File: src/source/cpu_cfg.svh
`ifndef CPU_CFG_SVH
`define CPU_CFG_SVH

// datapath and register file sizes
`define CPU_XLEN      32    // word and address width
`define CPU_NREGS     32
`define CPU_RA_W      5     // register index width
`define CPU_OPC_W     5     // opcode and alu-op width

// instruction field positions
`define CPU_OPC_HI    31
`define CPU_OPC_LO    27
`define CPU_RD_LO     22
`define CPU_RS_LO     17
`define CPU_RT_LO     12
`define CPU_SHAMT_LO  7
`define CPU_ALUOP_LO  2

// i-type immediate, sign extended on use
`define CPU_IMM_W     17

// j-type target, zero extended
`define CPU_TGT_W     27

`endif

File: src/source/cpu_pkg.sv
`default_nettype none

`include "cpu_cfg.svh"

package cpu_pkg;

    typedef logic [`CPU_XLEN-1:0] word_t;
    typedef logic [`CPU_RA_W-1:0] reg_addr_t;

    typedef enum logic [`CPU_OPC_W-1:0] {
        OPC_RTYPE = 5'b00000,
        OPC_J     = 5'b00001,
        OPC_BNE   = 5'b00010,
        OPC_ADDI  = 5'b00101,
        OPC_BLT   = 5'b00110,
        OPC_SW    = 5'b00111,
        OPC_LW    = 5'b01000
    } opcode_e;

    typedef enum logic [`CPU_OPC_W-1:0] {
        ALU_ADD = 5'b00000,
        ALU_SUB = 5'b00001,
        ALU_AND = 5'b00010,
        ALU_OR  = 5'b00011,
        ALU_SLL = 5'b00100,
        ALU_SRA = 5'b00101
    } alu_op_e;

    // source of a decode operand
    typedef enum logic [1:0] {
        BYP_REG,
        BYP_EX,
        BYP_MEM
    } bypass_sel_e;

    // field helpers, shared by every stage
    function automatic opcode_e ir_opcode(word_t ir);
        return opcode_e'(ir[`CPU_OPC_HI:`CPU_OPC_LO]);
    endfunction

    function automatic reg_addr_t ir_rd(word_t ir);
        return ir[`CPU_RD_LO +: `CPU_RA_W];
    endfunction

    function automatic reg_addr_t ir_rs(word_t ir);
        return ir[`CPU_RS_LO +: `CPU_RA_W];
    endfunction

    function automatic reg_addr_t ir_rt(word_t ir);
        return ir[`CPU_RT_LO +: `CPU_RA_W];
    endfunction

    function automatic word_t ir_imm(word_t ir);
        return {{(`CPU_XLEN-`CPU_IMM_W){ir[`CPU_IMM_W-1]}}, ir[`CPU_IMM_W-1:0]};
    endfunction

    // r-type, addi and lw write rd
    function automatic logic writes_reg(opcode_e op);
        return op inside {OPC_RTYPE, OPC_ADDI, OPC_LW};
    endfunction

endpackage

`default_nettype wire

File: src/source/alu.sv
`timescale 1ns/1ps
`default_nettype none

`include "cpu_cfg.svh"

module alu import cpu_pkg::*; (
    input  word_t                operand_a_i,
    input  word_t                operand_b_i,
    input  alu_op_e              alu_op_i,
    input  logic [`CPU_RA_W-1:0] shamt_i,
    output word_t                result_o,
    output logic                 not_equal_o,
    output logic                 less_than_o
);

    word_t diff;
    logic  ovf;

    assign diff = operand_a_i - operand_b_i;
    // signed overflow of a - b
    assign ovf  = (operand_a_i[`CPU_XLEN-1] != operand_b_i[`CPU_XLEN-1])
               && (diff[`CPU_XLEN-1] != operand_a_i[`CPU_XLEN-1]);

    assign not_equal_o = |diff;
    assign less_than_o = diff[`CPU_XLEN-1] ^ ovf;     // signed compare

    always_comb begin
        case (alu_op_i)
            ALU_ADD: result_o = operand_a_i + operand_b_i;
            ALU_SUB: result_o = diff;
            ALU_AND: result_o = operand_a_i & operand_b_i;
            ALU_OR:  result_o = operand_a_i | operand_b_i;
            ALU_SLL: result_o = operand_a_i << shamt_i;
            ALU_SRA: result_o = word_t'($signed(operand_a_i) >>> shamt_i);
            default: result_o = '0;     // unused op codes
        endcase
    end

endmodule

`default_nettype wire

File: src/source/execute_stage.sv
`timescale 1ns/1ps
`default_nettype none

`include "cpu_cfg.svh"

module execute_stage import cpu_pkg::*; (
    input  wire logic  clock,
    input  wire logic  rst_n_i,
    input  word_t      dx_pc_i,
    input  word_t      dx_ir_i,
    input  word_t      dx_a_i,          // rs value
    input  word_t      dx_b_i,          // rt, or rd for sw and branches
    output word_t      ex_result_o,
    output logic       branch_taken_o,
    output word_t      branch_target_o,
    output word_t      xm_ir_o,
    output word_t      xm_o_o,
    output word_t      xm_b_o
);

    opcode_e opc;
    logic    use_imm;
    word_t   op_b;
    alu_op_e op_sel;
    logic    cmp_ne, cmp_lt;

    assign opc     = ir_opcode(dx_ir_i);
    assign use_imm = opc inside {OPC_ADDI, OPC_LW, OPC_SW};    // base plus offset
    assign op_b    = use_imm ? ir_imm(dx_ir_i) : dx_b_i;
    assign op_sel  = use_imm ? ALU_ADD : alu_op_e'(dx_ir_i[`CPU_ALUOP_LO +: `CPU_OPC_W]);

    alu u_main_alu (
        .operand_a_i(dx_a_i), .operand_b_i(op_b), .alu_op_i(op_sel),
        .shamt_i(dx_ir_i[`CPU_SHAMT_LO +: `CPU_RA_W]),
        .result_o(ex_result_o), .not_equal_o(), .less_than_o()
    );

    // rd against rs
    alu u_branch_cmp (
        .operand_a_i(dx_b_i), .operand_b_i(dx_a_i), .alu_op_i(ALU_SUB),
        .shamt_i('0),
        .result_o(), .not_equal_o(cmp_ne), .less_than_o(cmp_lt)
    );

    assign branch_taken_o  = ((opc == OPC_BNE) && cmp_ne) || ((opc == OPC_BLT) && cmp_lt);
    assign branch_target_o = dx_pc_i + 1'b1 + ir_imm(dx_ir_i);

    // execute/memory latch, never stalled or flushed
    always_ff @(posedge clock) begin
        if (!rst_n_i)
            xm_ir_o <= '0;
        else
            xm_ir_o <= dx_ir_i;
    end

    always_ff @(posedge clock) begin
        xm_o_o <= ex_result_o;      // alu result or memory address
        xm_b_o <= dx_b_i;           // store data for sw
    end

endmodule

`default_nettype wire

File: config.mk
export PLATFORM = sky130hd
export DESIGN_NAME = execute_stage
export DESIGN_NICKNAME = d
export VERILOG_FILES = /design/src/source/cpu_pkg.sv /design/src/source/alu.sv /design/src/source/execute_stage.sv
export VERILOG_INCLUDE_DIRS = /design/src /design/src/source
export SDC_FILE = /design/constraint.sdc
export NUM_CORES = 1
export LEC_CHECK = 0
export ABC_AREA = 0
export BUFFER_PORTS_ARGS = -buffer_cell sky130_fd_sc_hd__buf_2
export CORE_ASPECT_RATIO = 1.1
export CORE_MARGIN = 3
export CORE_UTILIZATION = 32
export CTS_BUF_LIST = sky130_fd_sc_hd__clkbuf_4
export CTS_CLUSTER_DIAMETER = 100
export DETAILED_ROUTE_END_ITERATION = 6
export HOLD_SLACK_MARGIN = 0.05
export PLACE_DENSITY = 0.52
export SYNTH_ARGS = -nofsm -noshare
export SYNTH_HDL_FRONTEND = slang
export SYNTH_SLANG_ARGS = --single-unit
File: constraint.sdc
create_clock -name clock -period 4.2 [get_ports clock]
set_input_delay 0 -clock clock [delete_from_list [all_inputs] [get_ports clock]]
set_output_delay 0 -clock clock [all_outputs]
set_load 0.02 [all_outputs]
==> results of run 1 <==
-- flip-flops by register name, indices dropped and copies added, names as in the netlist --
signal   cells
xm_o_o      32
xm_b_o      32
xm_ir_o     32
-- cell type report --
cell class	count	area, um^2	share of cell area (%)
multi-input cells	1387	10700	58.2
repair buffers	661	4690	25.5
flip-flops and latches	96	1920	10.5
well taps	494	618	3.36
inverters	76	297	1.61
clock inverters	7	78.8	0.429
clock buffers	9	67.6	0.367
diodes	6	15.0	0.0817
-- routing by layer --
metal	up-vias	part of all wire, %	global-route usage, %
li1	7302	-	-
met1	7428	42	37.5
met2	762	45	46.5
met3	129	8.4	6.64
met4	0	4.0	10.7
met5	-	0	0
-- cells by family (layout without fill, tap and decap cells) --
logic type               Yosys count  count (layout)
other                              0               6
AO/OA/AOI/OAI                    522             522
buffers and inverters            160             753
AND/OR/NAND/NOR                  536             536
multiplexers                     129             129
flip-flops                        96              96
adder cells (fa/ha/maj)          117             117
XOR/XNOR                          83              83
-- cell usage after synthesis (7+ instances only) --
master / n / area, um^2
a211o_1: 11 / 96.3
nor3_1: 47 / 235
nor2b_1: 7 / 43.8
a21o_1: 33 / 248
o211ai_1: 22 / 165
clkbuf_1: 59 / 221
and3_1: 18 / 113
a221oi_1: 13 / 114
nand2b_1: 24 / 150
nor2_1: 178 / 668
a31oi_1: 16 / 100
o221ai_1: 7 / 61.3
o31ai_1: 9 / 67.6
o22ai_1: 15 / 93.8
mux2i_1: 85 / 851
o311ai_0: 7 / 61.3
nor4_1: 7 / 43.8
inv_1: 73 / 274
maj3_1: 19 / 190
xnor2_1: 54 / 473
xor2_1: 29 / 254
or3_1: 10 / 62.6
nand3_1: 13 / 65.1
a211oi_1: 28 / 210
nand2_1: 137 / 514
o2111ai_1: 7 / 61.3
o21ai_0: 134 / 671
o21a_1: 17 / 128
ha_1: 95 / 1190
mux2_2: 8 / 90.1
a21oi_1: 133 / 666
and2_1: 45 / 282
nand4_1: 17 / 106
buf_1: 13 / 48.8
buf_2: 11 / 55.1
mux4_2: 36 / 811
dfxtp_1: 96 / 1920
-- tightest hold or removal path: cells and delay by family --
family / cells / cell delay [ns]
AO/OA/AOI/OAI: 3 / 0.37
buffers and inverters: 2 / 0.20
AND/OR/NAND/NOR: 1 / 0.07
-- power by group through the flow --
| stage | Clock, W | Sequential, W | Combinational (W) |
|---|---|---|---|
| 2_1_floorplan | 0 | 0.00110 | 0.00133 |
| 3_3_place_gp | 0 | 0.00101 | 0.00237 |
| 3_5_place_dp | 0 | 0.00101 | 0.00237 |
| 4_1_cts | 0.000617 | 0.000994 | 0.00251 |
| 5_1_grt | 0.000646 | 0.00100 | 0.00290 |
| 6_report | 0.000586 | 0.000993 | 0.00272 |
-- how the worst min path moves through the flow --
stage	endpoint	slack [ns]	depth (start not counted)
6_report	xm_o_o[8]$_DFF_P_	0.1	6
3_5_place_dp	xm_b_o[0]$_DFF_P_	0.16	1
4_1_cts	xm_ir_o[8]$_SDFF_PN0_	0.06	3
2_1_floorplan	xm_b_o[0]$_DFF_P_	0.03	0
5_1_grt	xm_b_o[29]$_DFF_P_	0.07	2
3_3_place_gp	xm_b_o[0]$_DFF_P_	0.16	1
-- metrics by stage --
stage	setup WS (ns)	cells
2_1_floorplan	0.00106	1643
3_3_place_gp	-0.0975	2576
3_5_place_dp	-0.189	2576
4_1_cts	-0.0217	2704
5_1_grt	-0.0748	2735
6_report	0.105	2736
-- repair_timing --
item                       in CTS  in global routing
pin swaps                      17                 97
resized for setup              37                175
setup buffers                   9                 27
gates cloned                    1                  0
setup endpoints to repair      18                 23
hold endpoints to repair       74                  1
hold buffers                  103                  1
==> impl_metrics.env, run 1 <==
export IMPL_final_nets=2459
export IMPL_place_congestion=0.987
export IMPL_clkPwrFrac_pct=13.6
export IMPL_synth_xor_area_share_pct=5.87
export IMPL_nFillCells=3797
export IMPL_path_common_cell="nor3_4"
export IMPL_power_switching_w=0.00198
export IMPL_fin_crit_sh_pct=97.5
export IMPL_ys_async_sr_fraction_pct=0
export IMPL_grt_setup_unrepaired="yes"
export IMPL_maxCapViolCount=0
export IMPL_track_usage_pct=28.7
export IMPL_worstHoldStart="dx_a_i[8]"
export IMPL_synth_distinct_cells=82
export IMPL_die_area_um2=41100
export IMPL_die_h_um=212
export IMPL_initial_utilization_pct=32.9
export IMPL_finalSetupTns_ns=0
export IMPL_worst_slew_pin_slew_ns=1.24
export IMPL_final_cell_area_um2=18400
export IMPL_yosys_area_share_adder_pct=11.6
export IMPL_cp_required_ns=4.20
export IMPL_critPathLaunchType="primary input"
export IMPL_syn_area_um2=12400
export IMPL_ys_seq_area_share_pct=15.5
export IMPL_power_density_nw_per_um2=234
export IMPL_path_delay_family="compound AO/OA/AOI/OAI gates"
export IMPL_outcome="finished, final reports clean"
export IMPL_wl_per_cell_um=22.8
export IMPL_clock_sinks=96
export IMPL_netlist_instances=1643
export IMPL_core_area_um2=37700
export IMPL_endpoint="ex_result_o[29]"
export IMPL_hpwl_um=48900
export IMPL_ant_nets=0
export IMPL_rows=74
export IMPL_swShare_pct=46.0
export IMPL_dr_pass1_iters=6
export IMPL_utilization_pct=48.8
export IMPL_vias_per_cell=5.71
export IMPL_cp_data_arrival_time_ns=4.09
export IMPL_antenna_found_initial=3
export IMPL_crit_path_end_kind="output port"
export IMPL_drive_gt1_share_pct=33.9
export IMPL_cp_buffers_inverters=5
export IMPL_grt_max_degree=60
export IMPL_drt_iter0_drc=1468
export IMPL_max_stage_delay_ns=0.56
export IMPL_cts_buffers=9
export IMPL_htree_levels=3
export IMPL_seqPwrFrac_pct=23.1
export IMPL_cts_tree="yes"
export IMPL_gr_total_overflow=0
export IMPL_p_int_w=0.00232
export IMPL_power_w=0.00429
export IMPL_synth_edf_count=0
export IMPL_synth_compound_area_share_pct=27.2
export IMPL_synth_top_family_by_area="compound AO/OA/AOI/OAI gates"
export IMPL_crit_chain="buf_8 -> or4b_4 -> a21oi_4 -> buf_12 -> buf_16 -> nor3_4 -> a21oi_2 -> nand2_1 -> xor2_1 -> ha_2 -> or2_4 -> o32a_1 -> o41ai_4 -> o211ai_1 -> buf_4 -> a211oi_4 -> nor3_4 -> a41oi_2 -> mux2_4 -> o221ai_4 -> buf_6"
export IMPL_yosys_mux_area_fraction_pct=14.1
export IMPL_yosys_area_share_simple_pct=20.6
export IMPL_ctsLongestPathBuffers=2
export IMPL_drcViolationCount=0
export IMPL_syn_avg_cell_area_um2=7.53
export IMPL_hold_path_class="in -> reg"
export IMPL_fin_crit_ns=4.09
export IMPL_io_pins=291
export IMPL_clockRootBuffer="clkbuf_4"
export IMPL_ir_drop_uv=141
export IMPL_ys_ff_latch=96
export IMPL_placed_area_um2=16000
export IMPL_syn_to_final_growth_pct=48.5
export IMPL_critPathLaunch="dx_ir_i[27]"
export IMPL_combPwrFrac_pct=63.2
export IMPL_num_vias=15600
export IMPL_crit_fanout=6
export IMPL_crit_type="in -> out"
export IMPL_clk_pin_slew_worst_paths_ns=0.15
export IMPL_setup_viol=0
export IMPL_routed_wl_um=62300
export IMPL_grt_pass1_vias=14800
export IMPL_synthFlopType="dfxtp_1"
export IMPL_syn_num_nets=1871
export IMPL_crit_cells=21
export IMPL_relSlewSlack_pct=16.5
export IMPL_slew_viol_final=0
export IMPL_yosysWarnings=0
export IMPL_hold_viol=0
export IMPL_final_cell_mix="270 x buf_2, 261 x buf_4, 169 x nor2_1"
export IMPL_final_common_cell="buf_2"
export IMPL_cellLeakagePower_nw=8.43
export IMPL_die_x_um=194
export IMPL_io_buffers=290
export IMPL_max_clock_freq_mhz=244
export IMPL_cp_slowest_cell="or4b_4"
export IMPL_grt_pass1_wl_um=90700
export IMPL_timing_hold_ws_ns=0.0979
(Power assumes the default switching activity.)
==> run 2, diff against run 1 <==
Settings changed: ABC_AREA 0 to 1, CTS_CLUSTER_SIZE set to 10.
==> run 2 against run 1 <==
  * Global-route usage rose by 1.5 points
  * Count of clock-buffer cells in the layout up 1
  * First-iteration DRC count up 17%
  * Cell area shrank 4.7%
  * Worst hold slack gained 0.029 ns
  * Combinational power decreased by 12%
  * Sequential power shrank 0.4%
  * Maximum frequency grew 1.8%
  * Synthesized cell count increased by 50%
  * Largest power group unchanged
==> impl_metrics.env, run 2 <==
export IMPL_yosys_mux_area_fraction_pct=0.746
export IMPL_power_density_nw_per_um2=230
export IMPL_die_x_um=201
export IMPL_seqPwrFrac_pct=24.5
export IMPL_grt_max_degree=70
export IMPL_final_cell_mix="799 x nand2_1, 334 x inv_1, 290 x buf_2"
export IMPL_ys_async_sr_fraction_pct=0
export IMPL_yosys_area_top_type_share_pct=22.4
export IMPL_critPathLaunchType="primary input"
export IMPL_cp_required_ns=4.20
export IMPL_hold_viol=0
export IMPL_synth_commonest_cells="800 x nand2_1, 334 x inv_1, 236 x nor2_1"
export IMPL_clockRootBuffer="clkbuf_4"
export IMPL_critPathLaunch="dx_ir_i[5]"
export IMPL_syn_area_um2=13400
export IMPL_fin_crit_ns=4.02
export IMPL_slew_viol_final=0
export IMPL_ir_drop_uv=137
export IMPL_clk_pin_slew_worst_paths_ns=0.15
export IMPL_worst_slew_pin_slew_ns=1.01
export IMPL_cts_tree="yes"
export IMPL_maxCapViolCount=0
export IMPL_synthFlopType="dfxtp_1"
export IMPL_timing_hold_ws_ns=0.127
export IMPL_ant_nets=0
export IMPL_cp_data_arrival_time_ns=4.02
export IMPL_io_pins=291
export IMPL_rows=78
export IMPL_num_vias=18200
export IMPL_die_area_um2=44400
export IMPL_relSlewSlack_pct=32.6
export IMPL_top_regs="xm_b_o x32, xm_ir_o x32, xm_o_o x32"
export IMPL_ys_seq_area_share_pct=14.3
export IMPL_setup_viol=0
export IMPL_track_usage_pct=30.3
export IMPL_wl_per_cell_um=20.0
export IMPL_drive_gt1_share_pct=13.8
export IMPL_hpwl_um=55600
export IMPL_synth_area_leaders="nand2_1 22%, dfxtp_1 14%, inv_1 9.3%"
export IMPL_yosysMostFrequentCell="nand2_1"
export IMPL_combPwrFrac_pct=59.3
export IMPL_clock_sinks=96
export IMPL_grt_setup_unrepaired="yes"
export IMPL_grt_pass1_vias=17400
export IMPL_core_area_um2=41400
export IMPL_placed_area_um2=15600
export IMPL_ys_ff_latch=96
export IMPL_crit_fanout=38
export IMPL_final_common_cell="nand2_1"
export IMPL_synth_compound_area_share_pct=20.8
export IMPL_syn_avg_cell_area_um2=5.44
export IMPL_hold_path_class="in -> reg"
export IMPL_yosys_area_share_adder_pct=9.30
export IMPL_dr_pass1_iters=6
export IMPL_clkPwrFrac_pct=16.2
export IMPL_synth_top_family_by_area="simple AND/OR/NAND/NOR gates"
export IMPL_utilization_pct=42.3
export IMPL_gr_total_overflow=0
export IMPL_final_cells=3465
export IMPL_fin_crit_sh_pct=95.7
export IMPL_place_congestion=1.06
export IMPL_routed_wl_um=69400
export IMPL_initial_utilization_pct=32.4
export IMPL_synth_edf_count=0
export IMPL_final_nets=3124
export IMPL_synth_xor_area_share_pct=3.85
export IMPL_placed_cells=3281
export IMPL_syn_num_nets=2693
export IMPL_power_switching_w=0.00201
export IMPL_synth_distinct_cells=52
export IMPL_drt_iter0_drc=1715
export IMPL_vias_per_cell=5.25
export IMPL_ctsLongestPathBuffers=2
export IMPL_max_clock_freq_mhz=249
export IMPL_endpoint="ex_result_o[28]"
export IMPL_swShare_pct=49.8
export IMPL_crit_path_end_kind="output port"
export IMPL_synth_top_area_cell="nand2_1"
export IMPL_antenna_found_initial=5
export IMPL_syn_to_final_growth_pct=30.6
export IMPL_grt_pass1_wl_um=103000
export IMPL_yosysWarnings=0
export IMPL_cts_buffers=9
export IMPL_p_int_w=0.00203
export IMPL_finalSetupTns_ns=0
export IMPL_outcome="finished, final reports clean"
export IMPL_io_buffers=290
export IMPL_cellLeakagePower_nw=9.50
export IMPL_final_cell_area_um2=17500
export IMPL_htree_levels=3
export IMPL_crit_type="in -> out"
export IMPL_yosys_area_share_simple_pct=39.0
export IMPL_die_h_um=221
export IMPL_drcViolationCount=0
export IMPL_netlist_instances=2465
==> run 2: worst min-delay path by stage <==
stage / start / end / slack, ns / cells after the start
3_5_place_dp: dx_b_i[26] / xm_b_o[26]$_DFF_P_ / 0.14 / 1
6_report: dx_a_i[31] / xm_o_o[31]$_DFF_P_ / 0.13 / 5
5_1_grt: dx_a_i[31] / xm_o_o[31]$_DFF_P_ / 0.1 / 5
3_3_place_gp: dx_b_i[26] / xm_b_o[26]$_DFF_P_ / 0.15 / 1
4_1_cts: dx_a_i[23] / xm_o_o[23]$_DFF_P_ / 0.05 / 5
2_1_floorplan: dx_b_i[0] / xm_b_o[0]$_DFF_P_ / 0.03 / 0
==> run 2: power by group through the flow <==
stage / clock network, W / logic [W] / registers (W)
after floorplan: 0 / 0.00133 / 0.00110
after global placement: 0 / 0.00221 / 0.00101
after detailed placement: 0 / 0.00221 / 0.00101
after CTS: 0.000684 / 0.00233 / 0.000989
after global routing: 0.000714 / 0.00261 / 0.000997
final: 0.000653 / 0.00239 / 0.000989
==> run 2: per-stage QoR <==
step	setup WS [ns]	total power [W]
3_5_place_dp	0.0578	0.00322
3_3_place_gp	0.123	0.00322
5_1_grt	-0.0647	0.00432
2_1_floorplan	0.832	0.00243
4_1_cts	0.0128	0.00401
6_report	0.179	0.00403
==> run 2: kinds of logic after synthesis <==
group	after synthesis
buffers and inverters	422
adder cells (fa/ha/maj)	98
flip-flops	96
multiplexers	10
AND/OR/NAND/NOR	1280
AO/OA/AOI/OAI	500
XOR/XNOR	59
==> run 2: layout make-up <==
type	instances	area (um^2)
Tap cell	560	701
Sequential cell	96	1920
Fill cell	4620	23900
Clock inverter	6	90.1
Timing Repair Buffer	498	3440
Inverter	344	1290
Clock buffer	10	75.1
Multi-Input combinational cell	1947	9990
Antenna cell	4	10.0
==> run 2: repair_timing <==
item                                   in CTS  in global routing
setup endpoints to repair                   0                 21
endpoints found under the hold margin      94                  0
hold buffers                              161                  0
setup buffers                               0                  3
gates resized for setup                     0                 31
==> run 2: critical path, stage by stage <==
cell and delay (ns):
dlygate4sd3_1 0.54, buf_2 0.18, nor3_2 0.31, nand4_1 0.28
buf_12 0.26, nand2_1 0.10, xor2_1 0.29, ha_1 0.24
inv_1 0.07, o21ai_1 0.22, inv_1 0.09, nand2_1 0.14
a21oi_1 0.12, o21ai_0 0.33, nand4_1 0.25, nand2_1 0.12
nand2_1 0.06, nand3_1 0.12, nand3_1 0.12, buf_2 0.19
==> run 2: layer usage <==
metal,share of wire (%),routed length [um],global-route usage [%]
met1,41,28200,36.8
met2,47,32300,52.2
met3,7.0,4870,4.74
met4,5.7,3970,15.4
met5,0.019,13,0
