### src/source/cpu_cfg.svh
`ifndef CPU_CFG_SVH
`define CPU_CFG_SVH

// datapath and register file sizes
`define CPU_XLEN      32    // word and address width
`define CPU_NREGS     32
`define CPU_RA_W      5     // register index width
`define CPU_OPC_W     5     // opcode and alu-op width

// instruction field positions
`define CPU_OPC_HI    31
`define CPU_OPC_LO    27
`define CPU_RD_LO     22
`define CPU_RS_LO     17
`define CPU_RT_LO     12
`define CPU_SHAMT_LO  7
`define CPU_ALUOP_LO  2

// i-type immediate, sign extended on use
`define CPU_IMM_W     17

// j-type target, zero extended
`define CPU_TGT_W     27

`endif

### src/source/cpu_pkg.sv
`default_nettype none

`include "cpu_cfg.svh"

package cpu_pkg;

    typedef logic [`CPU_XLEN-1:0] word_t;
    typedef logic [`CPU_RA_W-1:0] reg_addr_t;

    typedef enum logic [`CPU_OPC_W-1:0] {
        OPC_RTYPE = 5'b00000,
        OPC_J     = 5'b00001,
        OPC_BNE   = 5'b00010,
        OPC_ADDI  = 5'b00101,
        OPC_BLT   = 5'b00110,
        OPC_SW    = 5'b00111,
        OPC_LW    = 5'b01000
    } opcode_e;

    typedef enum logic [`CPU_OPC_W-1:0] {
        ALU_ADD = 5'b00000,
        ALU_SUB = 5'b00001,
        ALU_AND = 5'b00010,
        ALU_OR  = 5'b00011,
        ALU_SLL = 5'b00100,
        ALU_SRA = 5'b00101
    } alu_op_e;

    // source of a decode operand
    typedef enum logic [1:0] {
        BYP_REG,
        BYP_EX,
        BYP_MEM
    } bypass_sel_e;

    // field helpers, shared by every stage
    function automatic opcode_e ir_opcode(word_t ir);
        return opcode_e'(ir[`CPU_OPC_HI:`CPU_OPC_LO]);
    endfunction

    function automatic reg_addr_t ir_rd(word_t ir);
        return ir[`CPU_RD_LO +: `CPU_RA_W];
    endfunction

    function automatic reg_addr_t ir_rs(word_t ir);
        return ir[`CPU_RS_LO +: `CPU_RA_W];
    endfunction

    function automatic reg_addr_t ir_rt(word_t ir);
        return ir[`CPU_RT_LO +: `CPU_RA_W];
    endfunction

    function automatic word_t ir_imm(word_t ir);
        return {{(`CPU_XLEN-`CPU_IMM_W){ir[`CPU_IMM_W-1]}}, ir[`CPU_IMM_W-1:0]};
    endfunction

    // r-type, addi and lw write rd
    function automatic logic writes_reg(opcode_e op);
        return op inside {OPC_RTYPE, OPC_ADDI, OPC_LW};
    endfunction

endpackage

`default_nettype wire

### src/source/decode_stage.sv
`timescale 1ns/1ps
`default_nettype none

module decode_stage import cpu_pkg::*; (
    input  wire logic   clock,
    input  wire logic   rst_n_i,
    input  word_t       fd_pc_i,
    input  word_t       fd_ir_i,
    input  wire logic   stall_i,
    input  wire logic   flush_i,
    input  bypass_sel_e byp_a_i,
    input  bypass_sel_e byp_b_i,
    input  word_t       ex_result_i,    // alu result of the execute insn
    input  word_t       mem_fwd_i,      // load data or alu result of the memory insn
    input  word_t       rd_data_a_i,
    input  word_t       rd_data_b_i,
    output reg_addr_t   rd_addr_a_o,
    output reg_addr_t   rd_addr_b_o,
    output reg_addr_t   src_a_o,
    output reg_addr_t   src_b_o,
    output word_t       dx_pc_o,
    output word_t       dx_ir_o,
    output word_t       dx_a_o,
    output word_t       dx_b_o
);

    opcode_e opc;
    logic    b_reads_rd;
    logic    uses_b;
    word_t   a_val, b_val;

    assign opc        = ir_opcode(fd_ir_i);
    assign b_reads_rd = opc inside {OPC_SW, OPC_BNE, OPC_BLT};     // store data, compare operand
    assign uses_b     = b_reads_rd || (opc == OPC_RTYPE);

    // port a always rs
    assign rd_addr_a_o = ir_rs(fd_ir_i);
    assign rd_addr_b_o = b_reads_rd ? ir_rd(fd_ir_i) : ir_rt(fd_ir_i);

    // addi and lw carry immediate bits in rt, keep them out of the hazard check
    assign src_a_o = rd_addr_a_o;
    assign src_b_o = uses_b ? rd_addr_b_o : '0;

    // bypass muxes
    always_comb begin
        unique case (byp_a_i)
            BYP_EX:  a_val = ex_result_i;
            BYP_MEM: a_val = mem_fwd_i;
            default: a_val = rd_data_a_i;
        endcase
        unique case (byp_b_i)
            BYP_EX:  b_val = ex_result_i;
            BYP_MEM: b_val = mem_fwd_i;
            default: b_val = rd_data_b_i;
        endcase
    end

    // decode/execute latch, bubble on stall or flush
    always_ff @(posedge clock) begin
        if (!rst_n_i)
            dx_ir_o <= '0;
        else if (flush_i || stall_i)
            dx_ir_o <= '0;
        else
            dx_ir_o <= fd_ir_i;
    end

    always_ff @(posedge clock) begin
        dx_pc_o <= fd_pc_i;
        dx_a_o  <= a_val;
        dx_b_o  <= b_val;
    end

endmodule

`default_nettype wire

### config.mk
export PLATFORM = sky130hd
export DESIGN_NAME = decode_stage
export DESIGN_NICKNAME = d
export VERILOG_FILES = /design/src/source/cpu_pkg.sv /design/src/source/decode_stage.sv
export VERILOG_INCLUDE_DIRS = /design/src /design/src/source
export SDC_FILE = /design/constraint.sdc
export NUM_CORES = 1
export LEC_CHECK = 0
export ABC_CLOCK_PERIOD_IN_PS = 1100
export BUFFER_PORTS_ARGS = -buffer_cell sky130_fd_sc_hd__clkbuf_2
export CAP_MARGIN = 25
export CELL_PAD_IN_SITES_DETAIL_PLACEMENT = 1
export CELL_PAD_IN_SITES_GLOBAL_PLACEMENT = 1
export CORE_AREA = 2 2 134 136
export CTS_BUF_LIST = sky130_fd_sc_hd__clkbuf_8
export CTS_CLUSTER_SIZE = 10
export DETAILED_ROUTE_END_ITERATION = 6
export DIE_AREA = 0 0 136 138
export PLACE_DENSITY = 0.74
export SYNTH_ARGS = -nofsm -noshare
export SYNTH_HDL_FRONTEND = slang
export SYNTH_SLANG_ARGS = --single-unit
export TNS_END_PERCENT = 20
### constraint.sdc
create_clock -name clock -period 1.1 [get_ports clock]
set_clock_uncertainty 0.15 [all_clocks]
set_input_delay 0.11 -clock clock [delete_from_list [all_inputs] [get_ports clock]]
set_output_delay 0.11 -clock clock [all_outputs]
set_load 0.05 [all_outputs]
==> results of run 1 <==
## critical path, delay by kind of cell
family                 cells  cell delay, ns
AND/OR/NAND/NOR            2            0.53
buffers and inverters      2            0.25
AO/OA/AOI/OAI              1            0.25
## cell type report
cell class                 count  area, µm²  area share
timing repair buffer         561       6200       0.555
clock inverter                14        144      0.0129
clock buffer                  18        248      0.0222
antenna                       11       27.5     0.00246
inverter                       4       15.0     0.00134
multi-input combinational    244       1530       0.137
sequential                   128       2730       0.244
tap                          229        287      0.0256
## placed cells by master (no fill, tap or decap), drive strengths merged
cell / netlist / final
clkbuf: 13 / 314
dlygate4sd3: 0 / 191
dfxtp: 128 / 128
buf: 26 / 74
nand2: 64 / 64
o21ai: 64 / 64
a22oi: 64 / 64
and2: 32 / 32
inv: 4 / 12
diode: 0 / 11
mux2: 5 / 5
a22o: 5 / 5
clkinvlp: 0 / 4
ha: 4 / 4
nand2b: 1 / 1
nor2: 1 / 1
nand3: 1 / 1
and3: 1 / 1
nor4b: 1 / 1
nor3b: 1 / 1
bufinv: 0 / 1
clkinv: 0 / 1
## worst min-delay path by stage
stage / to / start
6_report: dx_ir_o[31]$_SDFF_PP0_ / fd_ir_i[31]
5_1_grt: dx_ir_o[31]$_SDFF_PP0_ / fd_ir_i[31]
4_1_cts: dx_ir_o[31]$_SDFF_PP0_ / fd_ir_i[31]
3_5_place_dp: dx_pc_o[28]$_DFF_P_ / fd_pc_i[28]
3_3_place_gp: dx_pc_o[3]$_DFF_P_ / fd_pc_i[3]
2_1_floorplan: dx_pc_o[0]$_DFF_P_ / fd_pc_i[0]
## cell families (layout without fill, tap and decap cells)
logic type | Yosys count | count (layout) | synth area share
compound gates | 133 | 133 | 0.198
flops | 128 | 128 | 0.601
simple gates | 102 | 102 | 0.125
buf+inv | 43 | 597 | 0.0513
mux | 5 | 5 | 0.0132
fa+ha+maj | 4 | 4 | 0.0117
other cells | 0 | 11 | 0
## Yosys cell counts
cell	count	area share
a22o_1	5	0.010
a22oi_1	64	0.11
and2_1	31	0.045
and2_2	1	0.0018
and3_4	1	0.0026
buf_2	16	0.019
buf_4	10	0.018
clkbuf_1	13	0.011
dfxtp_1	128	0.60
ha_1	4	0.012
inv_1	4	0.0035
mux2_1	5	0.013
nand2_1	64	0.056
nand2b_4	1	0.0032
nand3_4	1	0.0041
nor2_4	1	0.0026
nor3b_2	1	0.0029
nor4b_4	1	0.0056
o21ai_0	64	0.075
## power by group
part           switching, mW  leakage [nW]  total (mW)  internal (mW)
clock network           2.37         0.188        4.30           1.93
logic                   2.56          3.77        5.05           2.48
registers              0.307          1.09        5.39           5.08
## layer usage
| layer | up-vias | GRT usage | share of wire |
|---|---|---|---|
| li1 | 2533 | - | - |
| met1 | 2783 | 0.295 | 0.34 |
| met2 | 346 | 0.545 | 0.53 |
| met3 | 91 | 0.0898 | 0.077 |
| met4 | 0 | 0.157 | 0.055 |
| met5 | - | 0 | 0 |
## sequential cells by signal, summed over array words and instances (netlist names)
signal / count
dx_pc_o: 32
dx_a_o: 32
dx_b_o: 32
dx_ir_o: 32
## repair_timing
action,CTS,global route
gates resized for setup,495,62
hold endpoints to repair,128,1
gates cloned,0,0
pin swaps,7,5
endpoints found under the setup margin,138,143
==> impl_results.md, run 1 <==
- Fmax: between 700 and 800 MHz
- Clk sinks: around 130
- Worst-path maximum fanout: 5
- Cell Pwr Density: approximately 1300 nW/µm²
- Area after DPL: roughly 6400 µm²
- Crit path required time: about 0.84 ns
- Count of pins over their slew limit: 0
- CTS tree: yes
- Critical path capture point type: output port
- Clk buf depth: 2
- Overall routed net length: roughly 29000 µm
- Synthesized area: 4260 µm²
- Layout cells sized above 1: 0.570
- Final core utilization: 0.637
- H-tree depth: 4
- Setup violations, final: 139
- Relative slew slack: 0.730
- Min cycle time layout: approximately 1.4 ns
- Static Leak: ~5.1 nW
- Mapped Nets: between 600 and 700
- Vias in the first global route: about 6600
- Synthesis warning total: 0
- Hold Path Depth: 2
- Design Area, Final: 11200 µm²
- Drt first pass iters: 4
- Setup crit start: fd_ir_i[30]
- Area Growth Syn to Fin: 162%
- Library cells used by synthesis: 19
- Crit-path max cell delay: around 0.37 ns
- Initial antenna violation count: 8
- Final worst slack: -0.313 ns
- Setup TNS: -15.89 ns
- Post-route insts no fill: 1209
- Maximum vdd drop: 0.835 mV
- DP Wirelength: 13400 µm
- Root Driver: clkbuf_8
- Post-DRT Antenna Nets: 0
- Site Rows: between 40 and 50
- Remaining DRCs: 0
- Die Wd: between 100 and 150 µm
- Via count: between 5000 and 6000
- Fill cells: 1792
- Largest net degree at the start of global routing: 41
- CTS buffer count: 17
- Core ar.: 17500 µm²
- Post-Synthesis Cells: roughly 420
- Iteration-0 DRC Markers: about 250
- Crit path DAT: between 1 and 1.5 ns
- CP max-delay cell: nor4b_4
- Critical Path Sink: src_b_o[0]
- Post-CTS Setup Bufs: 0
- # hold bufs at CTS: ~190
- Crit path kind: in2out
- Status: finished, violations left
- Syn Area/Cell: a little over 10 µm²
- Slew @ Worst Pin: 0.401 ns
- NumNets Final: between 1000 and 1500
- #FFs+latches synth: roughly 130
- Final hold vios: 1
- Max cap viols: 0
- Clk slew on worst S/H paths: roughly 0.090 ns
- Worst hold slack: -0.197 ns
- First-pass GRT wire length: roughly 42000 µm
- Cells along the critical path: buf_6, nor2_4, nor4b_4, a22o_2, buf_8
- Tcrit/Tclk final: 1.28
- Failing checks: hold timing, setup timing
- Hold Crit Class: in2reg
- Initial core utilization: 0.243
- Total gr overflow: 0
- GRT Total Usage: 0.297
- Io pins: about 350
- Seq/Total Area, Yosys: 0.601
- Vias/cell: about 4.8
- Startpoint types: input port
- Die area: about 19000 µm²
- Input/output buffers: around 350
- Placed cell count: slightly below 1000
- Pwr Total: approximately 15 mW
- Unrepaired setup endpoints after global routing: yes
- Per-cell routed wire length: 23.8 µm
- GPL Wtd Cong: 0.826
- Pre-CTS setup slack: -0.362 ns
- Die height: about 140 µm
Note: power is estimated with default switching activity, not from simulation.
==> run 2: changes to the inputs <==
Settings changed: ABC_CLOCK_PERIOD_IN_PS 1100 to 1700, PLACE_DENSITY 0.74 to 0.71.
Clock period 1.1 ns to 1.7 ns, I/O delays scaled along.
==> run 2 against run 1 <==
The flow now finishes without violations. Design area fell by 23%. Non-clock buffer count fell by 11. Clock power fell by 34%. Power fell by 42%. Sequential power fell by 39%. Via count fell by 7.0%. Critical path depth fell by 1.
==> impl_results.md, run 2 (synthesis gave the netlist of run 1 again) <==
- GPL Wtd Cong: 0.803 (-2.7%)
- Remaining DRCs: 0 (unchanged)
- Die area: 18800 µm² (unchanged)
- H-tree depth: 4 (unchanged)
- Slew @ Worst Pin: 0.391 ns (-0.00978 ns)
- Die Wd: 136 µm (unchanged)
- Initial core utilization: 0.243 (unchanged)
- Setup TNS: 0 ns (+15.89 ns)
- Initial antenna violation count: 3 (-5)
- Input/output buffers: 347 (unchanged)
- Status: completed
- Iteration-0 DRC Markers: 198 (-20%)
- Min cycle time layout: 1.69 ns
- Fmax: roughly 590 MHz
- Via count: 5350 (-7.0%)
- Crit path DAT: 1.37 ns (+0.22 ns)
- First-pass GRT wire length: 32700 µm (-21%)
- Total gr overflow: 0 (unchanged)
- Cell Pwr Density: 1000 nW/µm² (-24%)
- Vias in the first global route: 6038 (-8.5%)
- Startpoint types: input port
- CTS buffer count: 17 (unchanged)
- Clk slew on worst S/H paths: 0.08 ns (about the same)
- Per-cell routed wire length: 18.2 µm (-23%)
- Overall routed net length: 21600 µm (-25%)
- Io pins: 348 (unchanged)
- Most frequent cells in the layout: clkbuf_2 (344), dlygate4sd3_1 (190), dfxtp_1 (128)
- Core ar.: 17500 µm² (unchanged)
- Placed cell count: 965 (-1.0%)
- Worst-path maximum fanout: 3 (-2)
- Relative slew slack: 0.737 (+0.00659)
- Global Route met2 Usage: 0.415 (-0.130)
- Post-DRT Antenna Nets: 0 (unchanged)
- Largest net degree at the start of global routing: 39 (-4.9%)
- Count of pins over their slew limit: 0 (unchanged)
- GR met3 Demand/Resource: 0.0700 (-0.0198)
- Layout cells sized above 1: 0.419 (-0.151)
- Tcrit/Tclk final: 0.996
- Post-route insts no fill: 1190 (-1.6%)
- Met1 Track Usage GR: 0.227 (-0.0680)
- Crit path required time: 1.38 ns (+0.54 ns)
- Max cap viols: 0 (unchanged)
- Drt first pass iters: 4 (unchanged)
- Clk sinks: 128 (unchanged)
- Crit path kind: in2out
- Area Growth Syn to Fin: 101%
- Final hold vios: 0 (-1)
- Commonest non-fill, non-tap cell in the layout: clkbuf_2
- Hold Crit Class: in2reg
- CTS tree: yes
- Critical path capture point type: output port
- Static Leak: 4.22 nW (-16%)
- Root Driver: clkbuf_8
- NumNets Final: 1149 (-0.95%)
- Fill cells: 2080 (+16%)
- Maximum vdd drop: 0.523 mV (-37%)
- Unrepaired setup endpoints after global routing: yes
- GR peak layer: met2
- GRT Total Usage: 0.227 (-0.0700)
- Setup violations, final: 0 (-100%)
- Site Rows: 49 (unchanged)
- Worst hold slack: 0.0441 ns (+0.241 ns)
- Die height: 138 µm (unchanged)
- DP Wirelength: 13300 µm (-0.70%)
- Clk buf depth: 2 (unchanged)
- Vias/cell: 4.50 (-5.5%)
run 2: cell count changes in the layout (fill, tap and decap cells not counted), moves of 8 or more:
cell and change:
clkbuf_2 +137, dfxtp_2 -126, diode_2 -8, clkbuf_16 -86
dfxtp_1 +128, buf_8 -49
run 2: path summary, 6_finish.rpt:
path,depth (start not counted),start,slack [ns],endpoint
worst max-delay path,4,fd_ir_i[13],0.007,rd_addr_b_o[1]
worst min-delay path,3,ex_result_i[10],0.04,dx_a_o[10]$_DFF_P_
run 2: area by class of cell:
type                    count  area (µm²)  share of cell area
clock inverters            14         176              0.0205
multi-input cells         244        1500               0.174
well taps                 229         287              0.0333
repair buffers            550        3800               0.442
flip-flops and latches    128        2560               0.298
clock buffers              18         248              0.0288
inverters                   4        15.0             0.00175
diodes                      3        7.51            0.000874
run 2: routing by layer:
layer,part of all wire,routed length (µm)
met5,0,0
met4,0.047,1020
met3,0.081,1750
met2,0.51,11100
met1,0.36,7770
run 2: through the flow:
step,setup slack [ns],total power [mW],utilization,instance area (µm²)
4_1_cts,0.00865,8.62,0.489,8570
5_1_grt,-0.00725,9.00,0.490,8590
6_report,0.00655,8.61,0.490,8590
2_1_floorplan,0.321,4.62,-,4260
3_5_place_dp,0.136,5.31,0.356,6250
3_3_place_gp,0.181,5.29,0.356,6250
run 2: report_power, final:
group	total [mW]	internal [mW]	switching, mW
Combinational	2.47	0.902	1.57
Sequential	3.31	3.23	0.0756
Clock	2.83	1.51	1.31
run 2: critical path: stages:
cell and delay, ns:
dlygate4sd3_1 0.56, clkbuf_2 0.14, mux2_1 0.29, buf_2 0.21
run 2: timing repair:
item                                    CTS  global route
hold endpoints to repair                128             0
resized for setup                         0             4
hold buffers                            190             0
endpoints found under the setup margin    0            13
setup buffers                             0             0
==> run 3: changes to the inputs <==
Settings changed: ABC_CLOCK_PERIOD_IN_PS 1700 to 1900, CORE_AREA 2 2 134 136 to 2 2 137 139, DIE_AREA 0 0 136 138 to 0 0 139 141, PLACE_DENSITY 0.71 to 0.68.
Clock period 1.7 ns to 1.9 ns, I/O delays scaled along.
==> run 3 against run 2 <==
Non-clock buffer count did not move. Sequential share of layout area rose by 0.20 points. Sequential cell count did not move. Critical path depth rose by 2. Utilization fell by 2.3 points. Via count fell by 1.2%. Clock-buffer cell count fell by 1. Critical endpoint is now dx_b_o[5]$_DFF_P_. Highest routed layer unchanged. Clock power fell by 9.9%.
==> impl_results.md, run 3 (synthesis gave the netlist of run 1 again) <==
- Commonest non-fill, non-tap cell in the layout: clkbuf_2
- Io pins: 348 (unchanged)
- Cells along the critical path: clkbuf_2, inv_1, ha_2, a22oi_1, o21ai_0, dlygate4sd3_1
- Die area: 19600 µm² (+4.4%)
- Crit-path max cell delay: 0.67 ns (+0.11 ns)
- Drt first pass iters: 6 (+2)
- Path length in cells of the critical path: 6 (+2)
- First-pass GRT wire length: 31900 µm (-2.3%)
- NumNets Final: 1149 (unchanged)
- Overall routed net length: 21000 µm (-2.8%)
- Die height: 141 µm (+2.2%)
- Pre-CTS setup slack: 0.242 ns (+0.105 ns)
- Fmax: roughly 550 MHz
- Register Area: 2560 µm² (unchanged)
- Clk sinks: 128 (unchanged)
- Via count: 5286 (-1.2%)
- Startpoint types: input port
- Crit path kind: in2reg
- Largest net degree at the start of global routing: 41 (+5.1%)
- Tcrit/Tclk final: 0.949
- Fill cells: 2153 (+3.5%)
- Input/output buffers: 347 (unchanged)
- Remaining DRCs: 0 (unchanged)
- Site Rows: 50 (+2.0%)
- Layout cells sized above 1: 0.416 (-0.00209)
- Worst hold slack: 0.144 ns (+0.100 ns)
- Per-cell routed wire length: 17.6 µm (-3.0%)
- Vias/cell: 4.43 (-1.4%)
- Status: completed
- Top Family by Delay on Critical Path: buffers and inverters
- Hold Crit Class: in2reg
- Post-DRT Antenna Nets: 0 (unchanged)
- Cell Pwr Density: 899 nW/µm² (-10%)
- Area Growth Syn to Fin: 100%
- Iteration-0 DRC Markers: 175 (-12%)
- H-tree depth: 4 (unchanged)
- Most frequent cells in the layout: clkbuf_2 (347), dlygate4sd3_1 (192), dfxtp_1 (128)
- Critical path capture point type: flip-flop
- Design Area, Final: 8530 µm² (-0.67%)
- Crit path buf inv count: 3 (unchanged)
- GRT Total Usage: 0.211 (-0.0161)
- CP max-delay cell: ha_2
- Total gr overflow: 0 (unchanged)
- Worst-path maximum fanout: 32 (+29)
- Root Driver: clkbuf_8
- Crit path DAT: 2.04 ns (+0.67 ns)
- Setup TNS: 0 ns (unchanged)
- Min cycle time layout: ~1.8 ns
- Die Wd: 139 µm (+2.2%)
- Crit path required time: 2.13 ns (+0.75 ns)
- Unrepaired setup endpoints after global routing: no
- Static Leak: 4.21 nW (-0.46%)
- Vias in the first global route: 5806 (-3.8%)
- Final hold vios: 0 (unchanged)
- Multi-input gate area: 1490 µm² (-0.67%)
- Slew @ Worst Pin: 0.755 ns (+0.364 ns)
- CTS tree: yes
- Core ar.: 18300 µm² (+4.2%)
- CTS buffer count: 17 (unchanged)
- Relative slew slack: 0.496 (-0.240)
- Setup violations, final: 0 (unchanged)
- Count of pins over their slew limit: 0 (unchanged)
- Final worst slack: 0.0963 ns (+0.0897 ns)
- Initial core utilization: 0.233 (-0.00976)
- Clk slew on worst S/H paths: 0.10 ns (+0.02 ns)
- Initial antenna violation count: 0 (-3)
- N_diodes: 0 (-3)
- Clk buf depth: 2 (unchanged)
- Post-CTS Setup Bufs: 0 (unchanged)
- GPL Wtd Cong: 0.811 (+0.93%)
- Hold Path Depth: 4 (+1)
- Max cap viols: 0 (unchanged)
- DP Wirelength: 13200 µm (-0.43%)
- Area after DPL: 6190 µm² (-0.94%)
- Maximum vdd drop: 0.480 mV (-8.2%)
[run 3: cell type report]
| type | count | area share |
|---|---|---|
| clock buffer | 17 | 0.0274 |
| sequential | 128 | 0.300 |
| clock inverter | 15 | 0.0221 |
| multi-input combinational | 244 | 0.174 |
| tap | 234 | 0.0343 |
| inverter | 4 | 0.00176 |
| timing repair buffer | 550 | 0.440 |
[run 3: power breakdown]
| group | switching, mW | internal, mW | total, mW |
|---|---|---|---|
| registers | 0.0664 | 2.89 | 2.96 |
| clock network | 1.31 | 1.24 | 2.55 |
| logic | 1.38 | 0.789 | 2.17 |
| total | 2.76 | 4.92 | 7.68 |
[run 3: final timing paths]
check / startpoint / endpoint / slack, ns
max: byp_b_i[0] / dx_b_o[5]$_DFF_P_ / 0.1
min: stall_i / dx_ir_o[9]$_SDFF_PP0_ / 0.14
[run 3: repair_timing]
item                                    4_1_cts  5_1_grt
hold endpoints to repair                    128        0
endpoints found under the setup margin        0        0
resized for setup                             0        0
hold buffers                                192        0
[run 3: metal layers]
layer / up-vias / track usage / routed length [µm] / share of wire
met2: 215 / 0.411 / 11800 / 0.56
met3: 38 / 0.0577 / 1120 / 0.053
met5: - / 0 / 0 / 0
met4: 0 / 0.0867 / 504 / 0.024
met1: 2539 / 0.209 / 7570 / 0.36
li1: 2494 / - / - / -
[run 3: per-stage QoR]
step	utilization	cells	total power, mW
finish	0.467	1192	7.68
CTS	0.467	1192	7.69
global placement	0.339	968	4.70
detailed placement	0.339	968	4.72
global route	0.467	1192	8.03
floorplan	-	415	4.14
[run 3: worst min-delay path, cell delays in order]
cell and delay, ns:
clkbuf_2 0.08, nor3b_2 0.03, buf_4 0.21, and2_1 0.18
